$ cat config.mk
export PLATFORM = sky130hd
export DESIGN_NAME = backend_arbiter
export DESIGN_NICKNAME = d
export VERILOG_FILES = /design/src/design/cache_pkg.sv /design/src/design/backend_arbiter.sv
export SDC_FILE = /design/constraint.sdc
export NUM_CORES = 1
export LEC_CHECK = 0
export ABC_AREA = 1
export BUFFER_PORTS_ARGS = -buffer_cell sky130_fd_sc_hd__buf_2
export CORE_AREA = 8 8 67 69
export CTS_CLUSTER_SIZE = 25
export DETAILED_ROUTE_END_ITERATION = 16
export DIE_AREA = 0 0 75 77
export HOLD_SLACK_MARGIN = 0.06
export PLACE_DENSITY = 0.81
export SLEW_MARGIN = 10
export SYNTH_ARGS = -nofsm -noshare
export SYNTH_HDL_FRONTEND = slang
export SYNTH_SLANG_ARGS = --single-unit
$ cat constraint.sdc
create_clock -name clk -period 1.5 [get_ports clk]
set_input_delay 0.45 -clock clk [delete_from_list [all_inputs] [get_ports clk]]
set_output_delay 0.45 -clock clk [all_outputs]
set_load 0.05 [all_outputs]
$ cat src/design/cache_pkg.sv
`default_nettype none

package cache_pkg;

   localparam int DATA_W      = 32;
   localparam int STRB_W      = DATA_W / 8;

   // word addressed
   localparam int ADDR_W      = 10;
   localparam int MEM_WORDS   = 2 ** ADDR_W;

   // 16 lines of 4 words
   localparam int WORD_OFF_W  = 2;
   localparam int NLINES_W    = 4;
   localparam int TAG_W       = ADDR_W - NLINES_W - WORD_OFF_W;
   localparam int NLINES      = 2 ** NLINES_W;
   localparam int CACHE_WORDS = 2 ** (NLINES_W + WORD_OFF_W);

   localparam int WTB_DEPTH_W = 2;

endpackage

`default_nettype wire

$ cat src/design/backend_arbiter.sv
`default_nettype none

module backend_arbiter (
   input  wire                              clk,
   input  wire                              rst_n,

   input  wire                              fill_req,
   input  wire  [cache_pkg::ADDR_W-1:0]     fill_addr,
   output logic [cache_pkg::DATA_W-1:0]     fill_rdata,
   output logic                             fill_ack,

   input  wire                              drain_req,
   input  wire  [cache_pkg::ADDR_W-1:0]     drain_addr,
   input  wire  [cache_pkg::DATA_W-1:0]     drain_wdata,
   input  wire  [cache_pkg::STRB_W-1:0]     drain_wstrb,
   output logic                             drain_ack,

   output logic                             be_req,
   output logic [cache_pkg::ADDR_W-1:0]     be_addr,
   output logic [cache_pkg::DATA_W-1:0]     be_wdata,
   output logic [cache_pkg::STRB_W-1:0]     be_wstrb,
   input  wire  [cache_pkg::DATA_W-1:0]     be_rdata,
   input  wire                              be_ack
);

   logic busy;
   logic owner_drain;
   logic drain_hold;
   logic fill_hold;
   logic drain_want;
   logic fill_want;
   logic grant_drain;
   logic grant_fill;

   // a pulse that arrives while the port is busy is kept until granted
   assign drain_want  = drain_req || drain_hold;
   assign fill_want   = fill_req || fill_hold;

   // drain has fixed priority
   assign grant_drain = !busy && drain_want;
   assign grant_fill  = !busy && !drain_want && fill_want;

   assign be_req   = grant_drain || grant_fill;
   assign be_addr  = grant_drain ? drain_addr : fill_addr;
   assign be_wdata = drain_wdata;
   assign be_wstrb = grant_drain ? drain_wstrb : '0;

   assign fill_rdata = be_rdata;
   assign fill_ack   = be_ack && !owner_drain;
   assign drain_ack  = be_ack && owner_drain;

   always_ff @(posedge clk) begin
      if (!rst_n) begin
         busy        <= 1'b0;
         owner_drain <= 1'b0;
         drain_hold  <= 1'b0;
         fill_hold   <= 1'b0;
      end else begin
         if (be_req) begin
            busy        <= 1'b1;
            owner_drain <= grant_drain;
         end else if (be_ack) begin
            busy <= 1'b0;
         end

         if (grant_drain) begin
            drain_hold <= 1'b0;
         end else if (drain_req) begin
            drain_hold <= 1'b1;
         end

         if (grant_fill) begin
            fill_hold <= 1'b0;
         end else if (fill_req) begin
            fill_hold <= 1'b1;
         end
      end
   end

endmodule

`default_nettype wire

==> results.yml <==
sta:
  slew_headroom_pct: 83.3
  min_period_ns: 1.64
  finalMaxSlewViolations: 0
  worst_slack_ns: -0.140
  finalSetupViolations: 15
  tightest_slew_ns: 0.252
  hold_viol: 0
  post-route-period-util_pct: 109
  clock.fmax_mhz: 610
  rsz0062_at_grt: "yes"
  skew_ns: 0.00112
  hold_ws_ns: 0.483
cts:
  clk_latency_ns: 0.23
  cts_setup_buffers: 0
  postCtsHoldBufs: 0
  cts_tree: "built"
  cts_inserted_buffers: 3
  cts-root-buf: "clkbuf_4"
  cts_buffer_depth: 2
  cts.clk_slew.worst_paths_ns: 0.04
  cts_num_sinks: 4
  htreeDepth: 1
die:
  core_area_um2: 3500
  die_height_um: 77
  io_pins: 174
  start_util_pct: 24.0
  die_area_um2: 5780
  rows: 22
  die_width_um: 75
outcome:
  status: "complete, but fails checks"
  violations: "setup timing"
power:
  ir_drop_mv: 0.247
  p_leak_nw: 0.526
  p_per_area_nw_per_um2: 781
synthesis:
  syn_inst: 129
  synth_seq_area_share_pct: 9.55
  synth_top_cell_area_share_pct: 58.2
  ys_warn_count: 0
  synth_area_leaders: "buf_4 58%, nand2_1 11%, dfxtp_1 9.6%"
  synth_area_leader_cell: "buf_4"
  synthDistinctLibCells: 15
  syn_area_um2: 838
  synth_nets: 222
  avgSynthCellArea_um2: 6.50
  ys_ff_latch: 4
critical_path:
  r2r_slack_ns: 0.54
  r2r-end: "owner_drain$_SDFFE_PN0P_"
  crit_type: "in -> out"
  critPathCaptureType: "output port"
  r2r_start: "busy$_SDFFE_PN0P_"
  cp_max_fo: 6
  worst-endpoint-arrival_ns: 1.19
  reg2regPathDepth: 5
  required_ns: 1.05
  start_kind: "primary input"
finish:
  drive_above_1_share_pct: 73.7
  nFillCells: 392
  area_growth_pct: 23.4
  fin_nets: 213
  multi_input_area_um2: 383
  n_antenna_cell: 0
  final_common_cell: "buf_2"
  final_util_pct: 29.6
  regArea_um2: 82.6
  final_cell_mix: "29 x buf_2, 15 x nand2_1, 10 x nand3_2, 10 x buf_8, 9 x buf_6"
grt:
  grt_pass1_wl_um: 3680
  grt_usage_pct: 8.45
  antenna_found_initial: 0
  grt_pass1_vias: 785
  gr-total-overflow: 0
  grt_max_degree: 7
detailed_routing:
  drc: 0
  firstDrtPassIters: 3
  vias: 669
  drt-total-wl_um: 2520
  ant_nets: 0
  vias_per_cell: 4.03
  drt-wirelength-per-cell_um: 15.2
  drtIter0Drc: 16
hold_path:
  hold-path-endpoint: "busy$_SDFFE_PN0P_"
  hold_start: "busy$_SDFFE_PN0P_"
  hold_path_depth: 2
  hold_path.class: "reg -> reg"
placement:
  hpwl_um: 1930
  dp_slack_ns: -0.279
  io_buffers: 45
  place_congestion: 0.638
run:
  cap_violations: 0
==> logic make-up after synthesis <==
group	count (synthesis)	share of synthesized area [%]
buffers and inverters	77	64.6
AND/OR/NAND/NOR	44	23.1
flip-flops	4	9.55
AO/OA/AOI/OAI	4	2.69
==> state kept, by name, summed over array words and instances (netlist names) <==
name,count
busy,1
drain_hold,1
fill_hold,1
owner_drain,1
==> stage by stage <==
step                      cells  total power [mW]  instance area [µm²]  TNS, ns
after floorplan             129             0.871                  906   -0.394
after detailed placement    162             0.535                  752    -3.69
final                       166             0.808                 1030    -1.92
after global routing        166             0.851                 1030    -2.57
after CTS                   166             0.809                 1020    -2.17
after global placement      162             0.532                  752    -3.33
==> routing by layer <==
metal  GRT usage, %  up-vias  wire [µm]  part of all wire (%)
li1               -      306          -                     -
met4           8.82        0        160                   6.3
met5              0        -          0                     0
met3           3.90       24        433                    17
met1           6.16      278        666                    26
met2           14.7       61       1260                    50
==> worst max-delay path: stages <==
cell	delay (ns)
buf_6	0.10
nor2_4	0.14
inv_6	0.08
buf_6	0.14
nand3_2	0.08
nand2_4	0.05
buf_8	0.14
==> synthesized netlist by cell type <==
cell type,n
o21ai_0,1
buf_4,65
a21oi_1,2
nor2_1,6
nand2_4,1
inv_1,8
buf_6,1
nand3_1,10
a211oi_1,1
nor2_4,1
nand2_1,25
buf_2,1
dfxtp_1,4
inv_2,2
nor3_1,1
==> final cells by class <==
class	count	share of cell area, %
Timing Repair Buffer	52	42.4
Multi-Input combinational cell	49	37.0
Sequential cell	4	7.98
Tap cell	48	5.80
Inverter	10	4.59
Clock buffer	3	2.18
==> worst max path at each step <==
stage | startpoint | to | slack (ns)
floorplan | drain_req | be_wstrb[0] | -0.1
detailed placement | drain_req | be_addr[5] | -0.28
finish | drain_req | be_addr[7] | -0.14
CTS | drain_hold$_SDFFE_PP0P_ | be_addr[5] | -0.16
global placement | drain_req | be_addr[5] | -0.25
global route | drain_hold$_SDFFE_PP0P_ | be_wstrb[1] | -0.19
==> report_power, final <==
| group | internal [mW] | switching (mW) | total (mW) | leakage, nW |
|---|---|---|---|---|
| sequential | 0.117 | 0.00760 | 0.124 | 0.0338 |
| combinational | 0.221 | 0.330 | 0.551 | 0.478 |
| clock | 0.0895 | 0.0435 | 0.133 | 0.0138 |
| total | 0.427 | 0.381 | 0.808 | 0.526 |
==> what timing repair did <==
item,in CTS,in global routing
pin swaps,2,0
gates cloned,1,0
setup endpoints to repair,15,15
resized for setup,61,5
No activity file was read; power rests on OpenSTA's default activity.
