File: config.mk
export PLATFORM = sky130hd
export DESIGN_NAME = cache_ctrl
export DESIGN_NICKNAME = d
export VERILOG_FILES = /design/src/design/cache_pkg.sv /design/src/design/cache_ctrl.sv
export SDC_FILE = /design/constraint.sdc
export NUM_CORES = 2
export LEC_CHECK = 0
export BUFFER_PORTS_ARGS = -buffer_cell sky130_fd_sc_hd__buf_4
export CORE_UTILIZATION = 56
export DETAILED_ROUTE_END_ITERATION = 7
export PLACE_DENSITY = 0.77
export SYNTH_ARGS = -nofsm -noshare
export SYNTH_HDL_FRONTEND = slang
export SYNTH_SLANG_ARGS = --single-unit
File: constraint.sdc
create_clock -name clk -period 5.1 [get_ports clk]
set_input_delay 0.765 -clock clk [delete_from_list [all_inputs] [get_ports clk]]
set_output_delay 0.765 -clock clk [all_outputs]
set_load 0.01 [all_outputs]
File: src/design/cache_pkg.sv
`default_nettype none

package cache_pkg;

   localparam int DATA_W      = 32;
   localparam int STRB_W      = DATA_W / 8;

   // word addressed
   localparam int ADDR_W      = 10;
   localparam int MEM_WORDS   = 2 ** ADDR_W;

   // 16 lines of 4 words
   localparam int WORD_OFF_W  = 2;
   localparam int NLINES_W    = 4;
   localparam int TAG_W       = ADDR_W - NLINES_W - WORD_OFF_W;
   localparam int NLINES      = 2 ** NLINES_W;
   localparam int CACHE_WORDS = 2 ** (NLINES_W + WORD_OFF_W);

   localparam int WTB_DEPTH_W = 2;

endpackage

`default_nettype wire

File: src/design/cache_ctrl.sv
`default_nettype none

module cache_ctrl (
   input  wire                              clk,
   input  wire                              rst_n,

   input  wire                              req,
   input  wire  [cache_pkg::ADDR_W-1:0]     addr,
   input  wire  [cache_pkg::DATA_W-1:0]     wdata,
   input  wire  [cache_pkg::STRB_W-1:0]     wstrb,
   output logic [cache_pkg::DATA_W-1:0]     rdata,
   output logic                             ack,

   input  wire                              invalidate_in,

   input  wire                              wtb_full,
   input  wire                              wtb_empty,
   output logic                             wtb_push,
   output logic [cache_pkg::ADDR_W-1:0]     wtb_addr,
   output logic [cache_pkg::DATA_W-1:0]     wtb_wdata,
   output logic [cache_pkg::STRB_W-1:0]     wtb_wstrb,

   output logic                             fill_req,
   output logic [cache_pkg::ADDR_W-1:0]     fill_addr,
   input  wire  [cache_pkg::DATA_W-1:0]     fill_rdata,
   input  wire                              fill_ack
);

   typedef enum logic [2:0] {
      S_IDLE,
      S_LOOKUP,
      S_WAIT_EMPTY,
      S_FILL,
      S_RESPOND
   } state_t;

   state_t state;

   logic [cache_pkg::TAG_W-1:0]      tag_mem  [0:cache_pkg::NLINES-1];
   logic [cache_pkg::DATA_W-1:0]     data_mem [0:cache_pkg::CACHE_WORDS-1];
   logic [cache_pkg::NLINES-1:0]     valid;

   logic [cache_pkg::TAG_W-1:0]      tag;
   logic [cache_pkg::NLINES_W-1:0]   index;
   logic [cache_pkg::WORD_OFF_W-1:0] offset;

   logic [cache_pkg::WORD_OFF_W-1:0] fill_cnt;
   logic                             fill_pend;
   logic                             fill_word;
   logic                             fill_last;

   logic                             is_read;
   logic                             hit;
   logic                             read_hit;
   logic                             store_go;

   // address split: tag | index | word offset
   assign tag    = addr[cache_pkg::ADDR_W-1 -: cache_pkg::TAG_W];
   assign index  = addr[cache_pkg::WORD_OFF_W +: cache_pkg::NLINES_W];
   assign offset = addr[cache_pkg::WORD_OFF_W-1:0];

   assign is_read  = (wstrb == '0);
   assign hit      = valid[index] && (tag_mem[index] == tag);
   assign read_hit = (state == S_LOOKUP) && is_read && hit;

   // a store completes as soon as the buffer has a free slot
   assign store_go = (state == S_LOOKUP) && !is_read && !wtb_full;

   assign ack   = read_hit || store_go || (state == S_RESPOND);
   assign rdata = data_mem[{index, offset}];

   // every store goes to memory, hit or miss
   assign wtb_push  = store_go;
   assign wtb_addr  = addr;
   assign wtb_wdata = wdata;
   assign wtb_wstrb = wstrb;

   // one word per request, next one only after the ack
   assign fill_req  = (state == S_FILL) && !fill_pend;
   assign fill_addr = {tag, index, fill_cnt};
   assign fill_word = (state == S_FILL) && fill_ack;
   assign fill_last = fill_word && (fill_cnt == '1);

   always_ff @(posedge clk) begin
      if (!rst_n) begin
         state     <= S_IDLE;
         fill_cnt  <= '0;
         fill_pend <= 1'b0;
      end else begin
         case (state)
            S_IDLE: begin
               if (req) begin
                  state <= S_LOOKUP;
               end
            end
            S_LOOKUP: begin
               if (is_read && !hit) begin
                  state <= S_WAIT_EMPTY;
               end else if (ack) begin
                  state <= S_IDLE;
               end
            end
            S_WAIT_EMPTY: begin
               // memory must hold every queued store before the fill
               if (wtb_empty) begin
                  state <= S_FILL;
               end
            end
            S_FILL: begin
               if (fill_req) begin
                  fill_pend <= 1'b1;
               end
               if (fill_ack) begin
                  fill_pend <= 1'b0;
                  fill_cnt  <= fill_cnt + 1'b1;
               end
               if (fill_last) begin
                  state <= S_RESPOND;
               end
            end
            S_RESPOND: begin
               state <= S_IDLE;
            end
            default: begin
               state <= S_IDLE;
            end
         endcase
      end
   end

   always_ff @(posedge clk) begin
      if (!rst_n) begin
         valid <= '0;
      end else if (invalidate_in) begin
         valid <= '0;
      end else if (fill_last) begin
         valid[index] <= 1'b1;
      end
   end

   always_ff @(posedge clk) begin
      if (fill_last) begin
         tag_mem[index] <= tag;
      end
   end

   always_ff @(posedge clk) begin
      if (fill_word) begin
         data_mem[{index, fill_cnt}] <= fill_rdata;
      end else if (store_go && hit) begin
         // only the strobed bytes of the hit word
         for (int b = 0; b < cache_pkg::STRB_W; b++) begin
            if (wstrb[b]) begin
               data_mem[{index, offset}][8*b +: 8] <= wdata[8*b +: 8];
            end
         end
      end
   end

endmodule

`default_nettype wire

==> flow_summary.ini <==
[run_status]
status = complete, no violations

[synthesis]
ys_async_sr_fraction_pct = 0
synth_warnings = 0
yosysMostFrequentCell = edfxtp_1
synthTopCellsByCount = edfxtp_1 (2112), mux4_2 (606), a21oi_1 (222)
synth_area_leaders = edfxtp_1 (75%), mux4_2 (16%), a21oi_1 (1.3%), mux2i_1 (0.75%), clkbuf_1 (0.68%)
synth_cell_types = 60
synth.avg_cell_area_um2 = 21.6
synth_cells = 3882
synth_edf_count = 2112
ys_seq_elements = 2134
yosysTopAreaCell = edfxtp_1
syn-num-nets = 3968
syn_area_um2 = 84000
ys_seq_area_share_pct = 76.0
synth_flop_cell = edfxtp_1
netlist.area_leader.share_pct = 75.5

[layout]
fin_util_pct = 65.1
drive_gt1_share_pct = 34.5
seq_area_um2 = 63900
fillers = 9115
multiInputGateArea_um2 = 18700
area_delta_synth_final_pct = 14.9
finalNonFillerCells = 6566
final_nets = 4474

[clock_tree]
path_clk_slew_ps = 60
insertion_delay_ps = 840
cts_setup_buffers = 0
postCtsHoldBufs = 0
tritoncts = built
cts.sinks = 2134
cts-root-buf = clkbuf_16
cts.path.max_buffers = 3
cts_buffers = 205
cts_resized = 0
h-tree-depth = 4

[worst_setup_path]
cp-start-kind = input port
path_class = input port to output pin
arrival_ps = 3900
cp.required_ps = 4340
cp_max_fo = 44
endpoint_kind = output pin

[detailed_routing]
dr.pass1.iters = 6
viasPerCell = 6.65
met1_length_mm = 76.3
vias = 43600
drtIter0Drc = 5602
drcViolationCount = 0
avgRoutedWirePerCell_um = 32.8
dr_wl_met3_mm = 26.4
wl_met2_mm = 104
ant_nets = 0
wl_mm = 216
highest_layer = met5

[floorplanning]
chipWidth_um = 389
start_util_pct = 56.6
ios = 176
die_h_um = 389
design.die.area_um2 = 152000
num_rows = 141
core_area_um2 = 148000

[sta]
max_slew_margin_pct = 13.5
hold_viol = 0
worst_slew_pin_slew_ps = 1300
fmax_mhz = 214
slew_viol_final = 0
setup_viol = 0
post-route-period-util_pct = 91.5
tns_ps = 0
skew_ps = 27.6
rsz0062_at_grt = no
period_needed_ps = 4670
hold_ws_ps = 184

[place]
dp.cells = 6183
hpwlAfterDp_mm = 130
place.gp.congestion = 0.859
portBuffers = 175

[grt]
grt_pass1_wl_mm = 310
grt_pass1_vias = 43800
antenna_found_initial = 6
grt_start_max_net_pins = 65
grt_usage_pct = 28.9
grt_overflow_total = 0

[power_and_ir_drop]
p_leak_nw = 30.8
power.total_mw = 35.9
powerDensity_nw_per_um2 = 372
max-vdd-ir-drop_v = 0.000308

[hold_path]
hp-class = input port to register

[flow_run]
drv_cap = 0
[cells by family after synthesis]
logic type,count (synthesis),share of synthesized area (%)
AO/OA/AOI/OAI,433,3.11
XOR/XNOR,6,0.0715
adder cells (fa/ha/maj),1,0.0149
buffers and inverters,322,1.80
flip-flops,2134,76.0
multiplexers,714,17.6
AND/OR/NAND/NOR,272,1.42
[layout make-up]
class / instances / area share [%]
tap: 2002 / 2.59
sequential: 2134 / 66.1
clock inverter: 121 / 1.07
antenna: 4 / 0.0104
clock buffer: 258 / 5.64
multi-input combinational: 1426 / 19.4
inverter: 5 / 0.0194
timing repair buffer: 616 / 5.15
[power breakdown]
part	internal [mW]	total (mW)	switching [mW]
clock	8.38	14.8	6.38
combinational	0.749	1.89	1.14
sequential	19.3	19.3	0.00163
[critical path, stage by stage]
cell and delay [ps]:
buf_8 520, buf_4 430, mux4_2 560, mux4_2 560
a221oi_1 400, a21oi_1 80, a221o_1 370, buf_4 180
[state kept, by name (all words and copies together), names as in the netlist]
name	cells
valid	16
fill_pend	1
state	3
fill_cnt	2
data_mem	2048
tag_mem	64
[metrics by stage]
stage	area (µm²)	setup WS, ps
2_1_floorplan	84000	836
3_3_place_gp	90100	394
3_5_place_dp	90100	477
4_1_cts	96600	453
5_1_grt	96600	272
6_report	96600	432
[worst paths after layout]
path / startpoint / endpoint / slack (ps) / depth (start not counted)
hold / removal: rst_n / fill_cnt[0] / 180 / 2
setup / recovery: addr[0] / rdata[31] / 430 / 8
setup reg to reg: state[0] / data_mem[34][11] / 1170 / 9
hold reg to reg: valid[2] / valid[2] / 470 / 2
[placed cells by master (no fill, tap or decap), types with 4 or more instances in the layout]
master      netlist  final
edfxtp_1       2112   2112
mux4_2          606    606
buf_4            54    586
a21oi_1         222    222
clkbuf_16         0    209
nand2_1         127    122
nor2_1           79     74
a211oi_1         65     65
mux2i_1          63     63
clkinv_1          1     60
o21ai_0          53     53
clkbuf_1        152     46
mux2_2           45     45
a22oi_1          34     34
clkinv_2          0     27
buf_12            0     26
dfxtp_1          22     22
o211ai_1         18     18
bufinv_16         0     17
nand3_1          12     12
nand2b_1          8      8
inv_6             0      8
nor2b_1           9      7
a22o_1            6      6
clkinvlp_4        0      6
nor2_2            0      5
and3_1            5      5
clkbuf_8          0      5
diode_2           0      4
nor3_2            0      4
or2_2             4      4
o22ai_1           4      4
a221oi_1          4      4
[routing by layer]
| layer | GRT usage (%) | vias up |
|---|---|---|
| met5 | 0 | - |
| li1 | - | 17400 |
| met3 | 7.75 | 554 |
| met2 | 45.7 | 3111 |
| met4 | 11.5 | 10 |
| met1 | 38.6 | 22600 |
Power figures use the tool's default switching activity.
