`config.mk`:
```
export PLATFORM = sky130hd
export DESIGN_NAME = write_through_buf
export DESIGN_NICKNAME = d
export VERILOG_FILES = /design/src/design/cache_pkg.sv /design/src/design/write_through_buf.sv
export SDC_FILE = /design/constraint.sdc
export NUM_CORES = 1
export LEC_CHECK = 0
export ABC_CLOCK_PERIOD_IN_PS = 2750
export BUFFER_PORTS_ARGS = -buffer_cell sky130_fd_sc_hd__buf_2
export CAP_MARGIN = 25
export CORE_MARGIN = 4
export CORE_UTILIZATION = 25
export CTS_BUF_LIST = sky130_fd_sc_hd__clkbuf_8
export DETAILED_ROUTE_END_ITERATION = 8
export PLACE_DENSITY = 0.45
export SYNTH_ARGS = -nofsm -noshare
export SYNTH_HDL_FRONTEND = slang
export SYNTH_SLANG_ARGS = --single-unit
```
`constraint.sdc`:
```
create_clock -name clk -period 2.75 [get_ports clk]
set_clock_uncertainty 0.05 [all_clocks]
set_input_delay 0.1375 -clock clk [delete_from_list [all_inputs] [get_ports clk]]
set_output_delay 0.1375 -clock clk [all_outputs]
set_load 0.05 [all_outputs]
```
`src/design/cache_pkg.sv`:
```
`default_nettype none

package cache_pkg;

   localparam int DATA_W      = 32;
   localparam int STRB_W      = DATA_W / 8;

   // word addressed
   localparam int ADDR_W      = 10;
   localparam int MEM_WORDS   = 2 ** ADDR_W;

   // 16 lines of 4 words
   localparam int WORD_OFF_W  = 2;
   localparam int NLINES_W    = 4;
   localparam int TAG_W       = ADDR_W - NLINES_W - WORD_OFF_W;
   localparam int NLINES      = 2 ** NLINES_W;
   localparam int CACHE_WORDS = 2 ** (NLINES_W + WORD_OFF_W);

   localparam int WTB_DEPTH_W = 2;

endpackage

`default_nettype wire

```
`src/design/write_through_buf.sv`:
```
`default_nettype none

module write_through_buf #(
   parameter int DEPTH_W = cache_pkg::WTB_DEPTH_W
) (
   input  wire                              clk,
   input  wire                              rst_n,

   input  wire                              wtb_push,
   input  wire  [cache_pkg::ADDR_W-1:0]     wtb_addr,
   input  wire  [cache_pkg::DATA_W-1:0]     wtb_wdata,
   input  wire  [cache_pkg::STRB_W-1:0]     wtb_wstrb,
   output logic                             wtb_full,
   output logic                             wtb_empty,

   output logic                             drain_req,
   output logic [cache_pkg::ADDR_W-1:0]     drain_addr,
   output logic [cache_pkg::DATA_W-1:0]     drain_wdata,
   output logic [cache_pkg::STRB_W-1:0]     drain_wstrb,
   input  wire                              drain_ack
);

   logic [cache_pkg::ADDR_W-1:0] addr_q [0:(1<<DEPTH_W)-1];
   logic [cache_pkg::DATA_W-1:0] data_q [0:(1<<DEPTH_W)-1];
   logic [cache_pkg::STRB_W-1:0] strb_q [0:(1<<DEPTH_W)-1];

   logic [DEPTH_W-1:0]           wr_ptr;
   logic [DEPTH_W-1:0]           rd_ptr;
   logic [DEPTH_W:0]             count;
   logic                         in_flight;

   // count reaches 2**DEPTH_W exactly when full
   assign wtb_full  = count[DEPTH_W];
   assign wtb_empty = (count == '0) && !in_flight;

   // head entry stays put until its write is acknowledged
   assign drain_req   = (count != '0) && !in_flight;
   assign drain_addr  = addr_q[rd_ptr];
   assign drain_wdata = data_q[rd_ptr];
   assign drain_wstrb = strb_q[rd_ptr];

   always_ff @(posedge clk) begin
      if (wtb_push) begin
         addr_q[wr_ptr] <= wtb_addr;
         data_q[wr_ptr] <= wtb_wdata;
         strb_q[wr_ptr] <= wtb_wstrb;
      end
   end

   always_ff @(posedge clk) begin
      if (!rst_n) begin
         wr_ptr    <= '0;
         rd_ptr    <= '0;
         count     <= '0;
         in_flight <= 1'b0;
      end else begin
         if (wtb_push) begin
            wr_ptr <= wr_ptr + 1'b1;
         end
         if (drain_ack) begin
            rd_ptr <= rd_ptr + 1'b1;
         end

         if (drain_req) begin
            in_flight <= 1'b1;
         end else if (drain_ack) begin
            in_flight <= 1'b0;
         end

         case ({wtb_push, drain_ack})
            2'b10:   count <= count + 1'b1;
            2'b01:   count <= count - 1'b1;
            default: count <= count;
         endcase
      end
   end

endmodule

`default_nettype wire

```
==> results of run 1 <==
## state kept, by name (all words and copies together) (netlist names), named ones only
signal	count
strb_q	16
addr_q	40
in_flight	1
data_q	128
wr_ptr	2
count	3
rd_ptr	2
## metal layers
metal  track usage  part of all wire
met4       0.02127            0.0076
met5             0                 0
met3       0.03110             0.052
met1        0.1212              0.44
met2        0.1616              0.50
## cell usage in the layout, fill, tap and decap left out, drive strengths merged, types with 3 or more instances in the layout
| cell type | synthesis | layout |
|---|---|---|
| mux4 | 46 | 46 |
| inv | 6 | 11 |
| buf | 9 | 107 |
| xor2 | 3 | 3 |
| clkbuf | 1 | 17 |
| dlygate4sd3 | 0 | 50 |
| clkinvlp | 0 | 3 |
| ha | 5 | 5 |
| edfxtp | 184 | 184 |
| nor2 | 9 | 9 |
| dfxtp | 10 | 10 |
| and2 | 4 | 4 |
| clkinv | 1 | 7 |
## report_power, final
part / internal, mW / leakage [nW] / total [mW] / switching (mW)
registers: 3.38 / 1.77 / 3.45 / 0.0637
logic: 0.349 / 1.06 / 1.05 / 0.699
clock network: 0.745 / 0.191 / 1.82 / 1.07
total: 4.48 / 3.02 / 6.31 / 1.84
## what timing repair did
item / in CTS / in global routing
hold endpoints to repair: 194 / 0
hold buffers: 50 / 0
endpoints found under the setup margin: 0 / 0
## stage by stage
| stage | area, sq um | total power [mW] | util |
|---|---|---|---|
| 2_1_floorplan | 7166 | 4.251 | - |
| 6_report | 9027 | 6.314 | 0.3223 |
| 4_1_cts | 9027 | 6.429 | 0.3223 |
| 5_1_grt | 9027 | 6.601 | 0.3223 |
| 3_3_place_gp | 8140 | 4.515 | 0.2906 |
| 3_5_place_dp | 8140 | 4.533 | 0.2906 |
## worst min path at each step
stage / startpoint / to / depth (start not counted)
2_1_floorplan: wtb_addr[0] / addr_q[0][0] / 0
3_3_place_gp: wtb_wdata[24] / data_q[2][24] / 1
3_5_place_dp: wtb_wdata[24] / data_q[2][24] / 1
4_1_cts: wtb_addr[6] / addr_q[0][6] / 2
5_1_grt: wtb_wdata[28] / data_q[3][28] / 2
6_report: wtb_addr[6] / addr_q[0][6] / 2
## cell type report
class	count	area, sq um
tap	378	473.0
fill	2717	18980
inverter	7	26.28
multi-input combinational	79	1303
clock buffer	17	234.0
timing repair buffer	157	1109
sequential	194	5731
clock inverter	15	152.6
## critical path: stages, from the launching register on
cell	delay [ns]
dfxtp_4	0.63
buf_4	0.35
mux4_2	0.54
buf_2	0.23
## cell families (layout without fill, tap and decap cells)
family | count (synthesis) | count (layout) | synth area share
AND/OR/NAND/NOR | 17 | 17 | 0.01117
flip-flops | 194 | 194 | 0.7990
buffers and inverters | 17 | 196 | 0.01990
XOR/XNOR | 5 | 5 | 0.006113
adder cells (fa/ha/maj) | 6 | 6 | 0.01152
multiplexers | 47 | 47 | 0.1491
AO/OA/AOI/OAI | 4 | 4 | 0.003143
==> results.md, run 1 <==
- Synth Instances: just under 300
- DP Worst Slack: 0.7538 ns
- Die area: ~0.031 sq mm
- Cell Pwr Density: 699.4 mW/mm^2
- Outcome: finished clean
- Setup tns final: 0 ns
- GPL Wtd Cong: 0.6446
- Dominant synthesized flop cell: edfxtp_1
- P_leak: ~3 nW
- Initial antenna violation count: 0
- Layout cells sized above 1: 0.3945
- Top cells by count, synth: edfxtp_1, mux4_2, dfxtp_1
- Number of diodes: 0
- Mapped cell area: 0.007166 sq mm
- First-pass GRT wire length: 22270 um
- Clock Latency Late Sink: 0.45 ns
- Pre-antenna DRT Iters: 6
- Yosys reg bits: about 190
- Largest net degree at the start of global routing: 33
- Row cnt: 61
- Final hold viol count: 0
- YS warnings: 0
- Via count: 3416
- # DRC: 0
- GRT Util Overall: 0.09583
- CP arrival: 2.23 ns
- Dpl cells: 765
- Max VDD drop: 0.3097 mV
- Post-layout worst setup margin: 0.3300 ns
- Root Buffer: clkbuf_8
- Vias in the first global route: between 3000 and 4000
- Clock period minus worst slack: 2.420 ns
- Final setup vio count: 0
- Post-Syn Nets: 346
- Antenna-violating nets left: 0
- Number of flops mapped to enable cells by yosys: 184
- Post-CTS sizing: 0
- Synth area leader: edfxtp_1
- CP endpoint: drain_addr[7]
- Crit. End Element: primary output
- Top post-synthesis cells by area: edfxtp_1, mux4_2, dfxtp_1, mux4_1, buf_12
- Total CTS buffers: 17
- Highest clock rate: 413.2 MHz
- Post-synthesis async set-or-reset flop share: 0
- Synthesis-to-finish area growth: 25.98%
- RSZ-0062 raised after global routing: false
- IO Port Bufs: between 90 and 100
- Initial Util: 0.2558
- H-Tree Depth: 4
- Max Slew Vio Count: 0
- Die Ht: 177.3 um
- Hold Slack: 0.3764 ns
- Final net count: 512
- Slew margin rel.: 0.6251
- Die Wd: 177.3 um
- R2R Path End: strb_q[3][1]
- Required @ worst endpoint: around 2.6 ns
- I/O pin cnt: 99
- Post-synthesis sequential area ratio: 0.7990
- Critical path peak fanout: 18
- Drt wl/cell: around 17 um
- Grt ovf: 0
- Clock transition at path regs: 0.11 ns
- Max_cap viols: 0
- Type of the worst setup path: reg2out
- Internal reg-to-reg setup slack: ~0.95 ns
- Clk buf depth: 2
- Reg2Reg Depth: 3
- Slew @ Worst Pin: around 0.56 ns
- Final wirelength: roughly 15000 um
- Post-synth top area share: 0.7711
- CP Launch Type: flop
- Detailed Route Iter0 Violations: 112
- Core area: 0.02801 sq mm
- Synth Area per Inst: 24.71 sq um
- CTS sink count: about 190
- Reg-to-reg startpoint: wr_ptr[0]
- Hold WC Path Type: in2reg
- Final HPWL from detailed placement: 9056 um
- Synth cell types: 24
- CTS tree: yes
- Fin cells: 847
- DR vias/cell: about 4.0
- Top-count cell post-synth: edfxtp_1
- Fin crit share: 0.8800
- Post-CTS setup buffers: 0
Note: power is estimated with default switching activity, not from simulation.
==> run 2: changes to the inputs <==
--- a/config.mk
+++ b/config.mk
@@ -8,11 +8,12 @@
 export ABC_CLOCK_PERIOD_IN_PS = 2750
 export BUFFER_PORTS_ARGS = -buffer_cell sky130_fd_sc_hd__buf_2
 export CAP_MARGIN = 25
-export CORE_MARGIN = 4
+export CORE_MARGIN = 2
 export CORE_UTILIZATION = 25
 export CTS_BUF_LIST = sky130_fd_sc_hd__clkbuf_8
 export DETAILED_ROUTE_END_ITERATION = 8
 export PLACE_DENSITY = 0.45
+export REMOVE_ABC_BUFFERS = 1
 export SYNTH_ARGS = -nofsm -noshare
 export SYNTH_HDL_FRONTEND = slang
 export SYNTH_SLANG_ARGS = --single-unit
==> results.md, run 2 (synthesis results as in run 1) <==
- # DRC: 0 (unchanged)
- Slew @ Worst Pin: 0.5904 ns (was 0.5624 ns)
- IO Port Bufs: 98 (unchanged)
- CP Launch Type: flop (unchanged)
- Largest net degree at the start of global routing: 47 (was 33)
- Synthesis-to-finish area growth: 26.24% (was 25.98%)
- Outcome: finished clean (unchanged)
- Post-CTS sizing: 0 (unchanged)
- Initial antenna violation count: 0 (unchanged)
- Fillers: 2729 (was 2717)
- Root Buffer: clkbuf_8 (unchanged)
- H-Tree Depth: 4 (unchanged)
- I/O pin cnt: 99 (unchanged)
- GPL Wtd Cong: 0.6461 (was 0.6446)
- Clk buf depth: 2 (unchanged)
- Via count: 3434 (was 3416)
- Max Slew Vio Count: 0 (unchanged)
- Clock Latency Late Sink: 0.45 ns (about the same)
- Hold Crit Start: wtb_wdata[3] (was wtb_addr[6])
- Antenna-violating nets left: 0 (unchanged)
- Reg with most FFs: data_q (unchanged)
- Most frequent cells in the layout: edfxtp_1, buf_2, dlygate4sd3_1 (unchanged)
- Hold Slack: 0.3936 ns (was 0.3764 ns)
- Layout cells sized above 1: 0.3907 (was 0.3945)
- Detailed Route Iter0 Violations: 207 (was 112)
- RSZ-0062 raised after global routing: false (unchanged)
- Final hold viol count: 0 (unchanged)
- Grt ovf: 0 (unchanged)
- Core area: 0.02801 sq mm (unchanged)
- Reg-to-reg startpoint: wr_ptr[0] (unchanged)
- Pre-antenna DRT Iters: 4 (was 6)
- Fin util: 0.3230 (was 0.3223)
- Type of the worst setup path: reg2out (unchanged)
- Final net count: 514 (was 512)
- CTS tree: yes (unchanged)
- Fin crit share: 0.8755 (was 0.8800)
- Largest register FFs: 128 (unchanged)
- Setup tns final: 0 ns (unchanged)
- CTS sink count: 194 (unchanged)
- DR vias/cell: 4.045 (was 4.033)
- Clock period minus worst slack: 2.408 ns (was 2.420 ns)
- Row cnt: 61 (unchanged)
- Crit. End Element: primary output (unchanged)
- First-pass GRT wire length: 22020 um (was 22270 um)
- Die Wd: 173.3 um (was 177.3 um)
- Clock transition at path regs: 0.10 ns (was 0.11 ns)
- Final HPWL from detailed placement: 8542 um (was 9056 um)
- Number of diodes: 0 (unchanged)
- Most common cell after layout, fill and taps aside: edfxtp_1 (unchanged)
- Die area: 0.03003 sq mm (was 0.03144 sq mm)
- Drt wl/cell: 16.91 um (was 17.40 um)
- Final wirelength: 14350 um (was 14740 um)
- Critical path peak fanout: 22 (was 18)
- Max VDD drop: 0.2760 mV (was 0.3097 mV)
- Initial Util: 0.2558 (unchanged)
- Cell Pwr Density: 709.9 mW/mm^2 (was 699.4 mW/mm^2)
- Slew margin rel.: 0.6064 (was 0.6251)
- Dpl cells: 767 (was 765)
- P_leak: 3.037 nW (was 3.020 nW)
- Total CTS buffers: 17 (unchanged)
- Biggest regs: data_q: 128 flops, addr_q: 40 flops, strb_q: 16 flops (unchanged)
- Fin cells: 849 (was 847)
- Die Ht: 173.3 um (was 177.3 um)
- Hold WC Path Type: in2reg (unchanged)
- Vias in the first global route: 3764 (was 3747)
- Required @ worst endpoint: 2.56 ns (about the same)
- Max_cap viols: 0 (unchanged)
- GRT Util Overall: 0.09792 (was 0.09583)
- Highest clock rate: 415.4 MHz (was 413.2 MHz)
- Final setup vio count: 0 (unchanged)
- CP arrival: 2.22 ns (was 2.23 ns)
## run 2: report_power, final
part / internal (mW) / total, mW / switching [mW] / leakage, nW
Sequential: 3.38 / 3.44 / 0.0577 / 1.77
Clock: 0.911 / 1.93 / 1.02 / 0.203
Combinational: 0.347 / 1.05 / 0.704 / 1.06
Total: 4.64 / 6.42 / 1.78 / 3.04
## run 2: layout make-up
| cell class | count | area, sq um | share of cell area |
|---|---|---|---|
| clock buffer | 17 | 234.0 | 0.02586 |
| clock inverter | 15 | 181.4 | 0.02006 |
| inverter | 7 | 26.28 | 0.002905 |
| multi-input combinational | 79 | 1303 | 0.1440 |
| sequential | 194 | 5731 | 0.6335 |
| tap | 378 | 473.0 | 0.05228 |
| timing repair buffer | 159 | 1099 | 0.1214 |
## run 2: stage by stage
step | cell area (sq um) | power, mW | worst slack [ns]
after CTS | 9046 | 6.530 | 0.2398
after global routing | 9046 | 6.699 | 0.1362
after global placement | 8130 | 4.508 | 0.7458
after detailed placement | 8130 | 4.521 | 0.7611
after floorplan | 7049 | 4.220 | -0.3297
final | 9046 | 6.421 | 0.3424
## run 2: path summary, 6_finish.rpt
kind | to | slack [ns] | cells past startpoint
max reg2reg | data_q[1][0] | 0.88 | 3
max | drain_wstrb[2] | 0.34 | 3
min | data_q[3][3] | 0.39 | 2
min reg2reg | rd_ptr[1] | 0.50 | 2
## run 2: critical path, cell delays in order (launching register included)
cell and delay (ns):
dfxtp_4 0.68, buf_4 0.29, mux4_1 0.56, buf_2 0.23
## run 2: layer usage
| metal | GRT usage | vias up | share of wire |
|---|---|---|---|
| li1 | - | 1547 | - |
| met1 | 0.1306 | 1816 | 0.47 |
| met2 | 0.1523 | 65 | 0.47 |
| met3 | 0.03377 | 6 | 0.050 |
| met4 | 0.02648 | 0 | 0.0078 |
| met5 | 0 | - | 0 |
## run 2: what timing repair did
item,in CTS,in global routing
hold endpoints to repair,194,0
hold buffers,50,0
setup buffers,0,0
==> run 3: changes to the inputs <==
--- a/config.mk
+++ b/config.mk
@@ -5,7 +5,7 @@
 export SDC_FILE = /design/constraint.sdc
 export NUM_CORES = 1
 export LEC_CHECK = 0
-export ABC_CLOCK_PERIOD_IN_PS = 2750
+export ABC_CLOCK_PERIOD_IN_PS = 3000
 export BUFFER_PORTS_ARGS = -buffer_cell sky130_fd_sc_hd__buf_2
 export CAP_MARGIN = 25
 export CORE_MARGIN = 2
==> constraint.sdc (replaced) <==
create_clock -name clk -period 3 [get_ports clk]
set_clock_uncertainty 0.05 [all_clocks]
set_input_delay 0.15 -clock clk [delete_from_list [all_inputs] [get_ports clk]]
set_output_delay 0.15 -clock clk [all_outputs]
set_load 0.05 [all_outputs]
==> results.md, run 3 (synthesis results as in run 1) <==
- Row cnt: 61 (unchanged)
- Core area: 0.02801 sq mm (unchanged)
- Initial Util: 0.2558 (unchanged)
- Antenna-violating nets left: 0 (unchanged)
- DR vias/cell: 4.035 (was 4.045)
- Reg2Reg Depth: 4 (was 3)
- Max Slew Vio Count: 0 (unchanged)
- Most common cell after layout, fill and taps aside: edfxtp_1 (unchanged)
- Clock period minus worst slack: between 2 and 3 ns
- Die area: 0.03003 sq mm (unchanged)
- Post-layout worst setup margin: 0.4826 ns (was 0.3424 ns)
- Vias in the first global route: 3872 (was 3764)
- Total power: 5.923 mW (was 6.421 mW)
- Drt wl/cell: 16.81 um (was 16.91 um)
- GRT Util Overall: 0.09946 (was 0.09792)
- DP Worst Slack: 0.8646 ns (was 0.7611 ns)
- Crit. End Element: primary output (unchanged)
- Root Buffer: clkbuf_8 (unchanged)
- Reg with most FFs: data_q (unchanged)
- Clock Latency Late Sink: 0.45 ns (about the same)
- Final HPWL from detailed placement: 8782 um (was 8542 um)
- CTS tree: yes (unchanged)
- Dpl cells: 767 (unchanged)
- Final setup vio count: 0 (unchanged)
- CP Launch Type: flop (unchanged)
- Clock transition at path regs: 0.09 ns (was 0.10 ns)
- Slew margin rel.: 0.5213 (was 0.6064)
- I/O pin cnt: 99 (unchanged)
- Layout cells sized above 1: 0.3894 (was 0.3907)
- Most frequent cells in the layout: edfxtp_1, buf_2, dlygate4sd3_1 (unchanged)
- Worst Hold Endpoint: data_q[2][11] (was data_q[3][3])
- Clk buf depth: 2 (unchanged)
- Grt ovf: 0 (unchanged)
- Final hold viol count: 0 (unchanged)
- Critical path peak fanout: 23 (was 22)
- Die Ht: 173.3 um (unchanged)
- Cell depth of the worst hold path: 2 (unchanged)
- Number of diodes: 0 (unchanged)
- RSZ-0062 raised after global routing: false (unchanged)
- Slew @ Worst Pin: 0.7180 ns (was 0.5904 ns)
- Final wirelength: 14260 um (was 14350 um)
- Pre-antenna DRT Iters: 4 (unchanged)
- First-pass GRT wire length: 22240 um (was 22020 um)
- Internal reg-to-reg setup slack: 1.13 ns (was 0.88 ns)
- Hold Crit Start: wtb_wdata[11] (was wtb_wdata[3])
- Cell Pwr Density: 653.8 mW/mm^2 (was 709.9 mW/mm^2)
- Highest clock rate: 397.2 MHz
- IO Port Bufs: 98 (unchanged)
- Synthesis-to-finish area growth: 26.42% (was 26.24%)
- Final net count: 513 (was 514)
- Total CTS buffers: 17 (unchanged)
- Detailed Route Iter0 Violations: 169 (was 207)
- Initial antenna violation count: 0 (unchanged)
- Fin crit share: 0.8391
- Biggest regs: data_q: 128 flops, addr_q: 40 flops, strb_q: 16 flops (unchanged)
- Reg-to-reg startpoint: wr_ptr[0] (unchanged)
- Fin cells: 848 (was 849)
- Max VDD drop: 0.2747 mV (was 0.2760 mV)
- Required @ worst endpoint: 2.80 ns (was 2.56 ns)
- Largest register FFs: 128 (unchanged)
- Type of the worst setup path: reg2out (unchanged)
- CP arrival: 2.32 ns (was 2.22 ns)
- Die Wd: 173.3 um (unchanged)
- Largest net degree at the start of global routing: 36 (was 47)
- Via count: 3422 (was 3434)
- Setup tns final: 0 ns (unchanged)
- R2R Path End: data_q[0][14] (was data_q[1][0])
- Outcome: finished clean (unchanged)
- # DRC: 0 (unchanged)
- H-Tree Depth: 4 (unchanged)
- Hold WC Path Type: in2reg (unchanged)
- Max_cap viols: 0 (unchanged)
- GPL Wtd Cong: 0.6614 (was 0.6461)
- CTS sink count: 194 (unchanged)
- P_leak: 3.050 nW (was 3.037 nW)
## run 3: cell types whose count changed in the layout (fill, tap and decap cells not counted)
cell / previous run / this run
inv_8: 2 / 0
clkinv_2: 0 / 1
bufinv_16: 3 / 4
buf_4: 9 / 8
clkinvlp_4: 3 / 1
dlygate4sd3_1: 50 / 49
buf_12: 2 / 3
inv_1: 7 / 8
clkinv_4: 2 / 3
## run 3: per-stage QoR
stage                     cell area [sq um]    util  hold slack (ns)
final                                  9059  0.3234           0.3933
after global routing                   9059  0.3234           0.3622
after CTS                              9059  0.3234           0.3497
after detailed placement               8143  0.2907           0.3178
after global placement                 8143  0.2907           0.3102
after floorplan                        7049       -           0.1989
## run 3: report_power, final
part / internal (mW) / switching, mW / total (mW) / leakage (nW)
Combinational: 0.318 / 0.628 / 0.945 / 1.06
Sequential: 3.10 / 0.0663 / 3.17 / 1.77
Clock: 0.905 / 0.905 / 1.81 / 0.218
## run 3: worst max-delay path by stage
stage / startpoint / end / slack [ns] / cells after the start
floorplan: flop / drain_addr[9] / -0.09 / 1
global placement: flop / drain_wstrb[2] / 0.89 / 3
detailed placement: flop / drain_wstrb[3] / 0.86 / 3
CTS: flop / drain_wstrb[3] / 0.34 / 3
global route: flop / drain_wstrb[3] / 0.28 / 3
finish: flop / drain_wstrb[3] / 0.48 / 3
## run 3: cell type report
| type | instances | area [sq um] |
|---|---|---|
| Inverter | 7 | 26.28 |
| Clock buffer | 17 | 234.0 |
| Fill cell | 2705 | 18950 |
| Tap cell | 378 | 473.0 |
| Timing Repair Buffer | 158 | 1101 |
| Clock inverter | 15 | 191.4 |
| Multi-Input combinational cell | 79 | 1303 |
| Sequential cell | 194 | 5731 |
## run 3: worst max-delay path: stages (launching register included)
cell	delay [ns]
dfxtp_4	0.69
buf_4	0.34
mux4_1	0.59
buf_2	0.23
## run 3: per-layer routing
| layer | wire length (um) | vias up | GRT usage | share of wire |
|---|---|---|---|---|
| met5 | 0 | - | 0 | 0 |
| li1 | - | 1548 | - | - |
| met3 | 543 | 8 | 0.02961 | 0.038 |
| met1 | 6357 | 1802 | 0.1224 | 0.45 |
| met2 | 7217 | 64 | 0.1695 | 0.51 |
| met4 | 138 | 0 | 0.02860 | 0.0097 |
## run 3: repair_timing
action,CTS,global route
buffers inserted,0,0
resized for setup,0,0
endpoints found under the hold margin,191,0
hold buffers,49,0
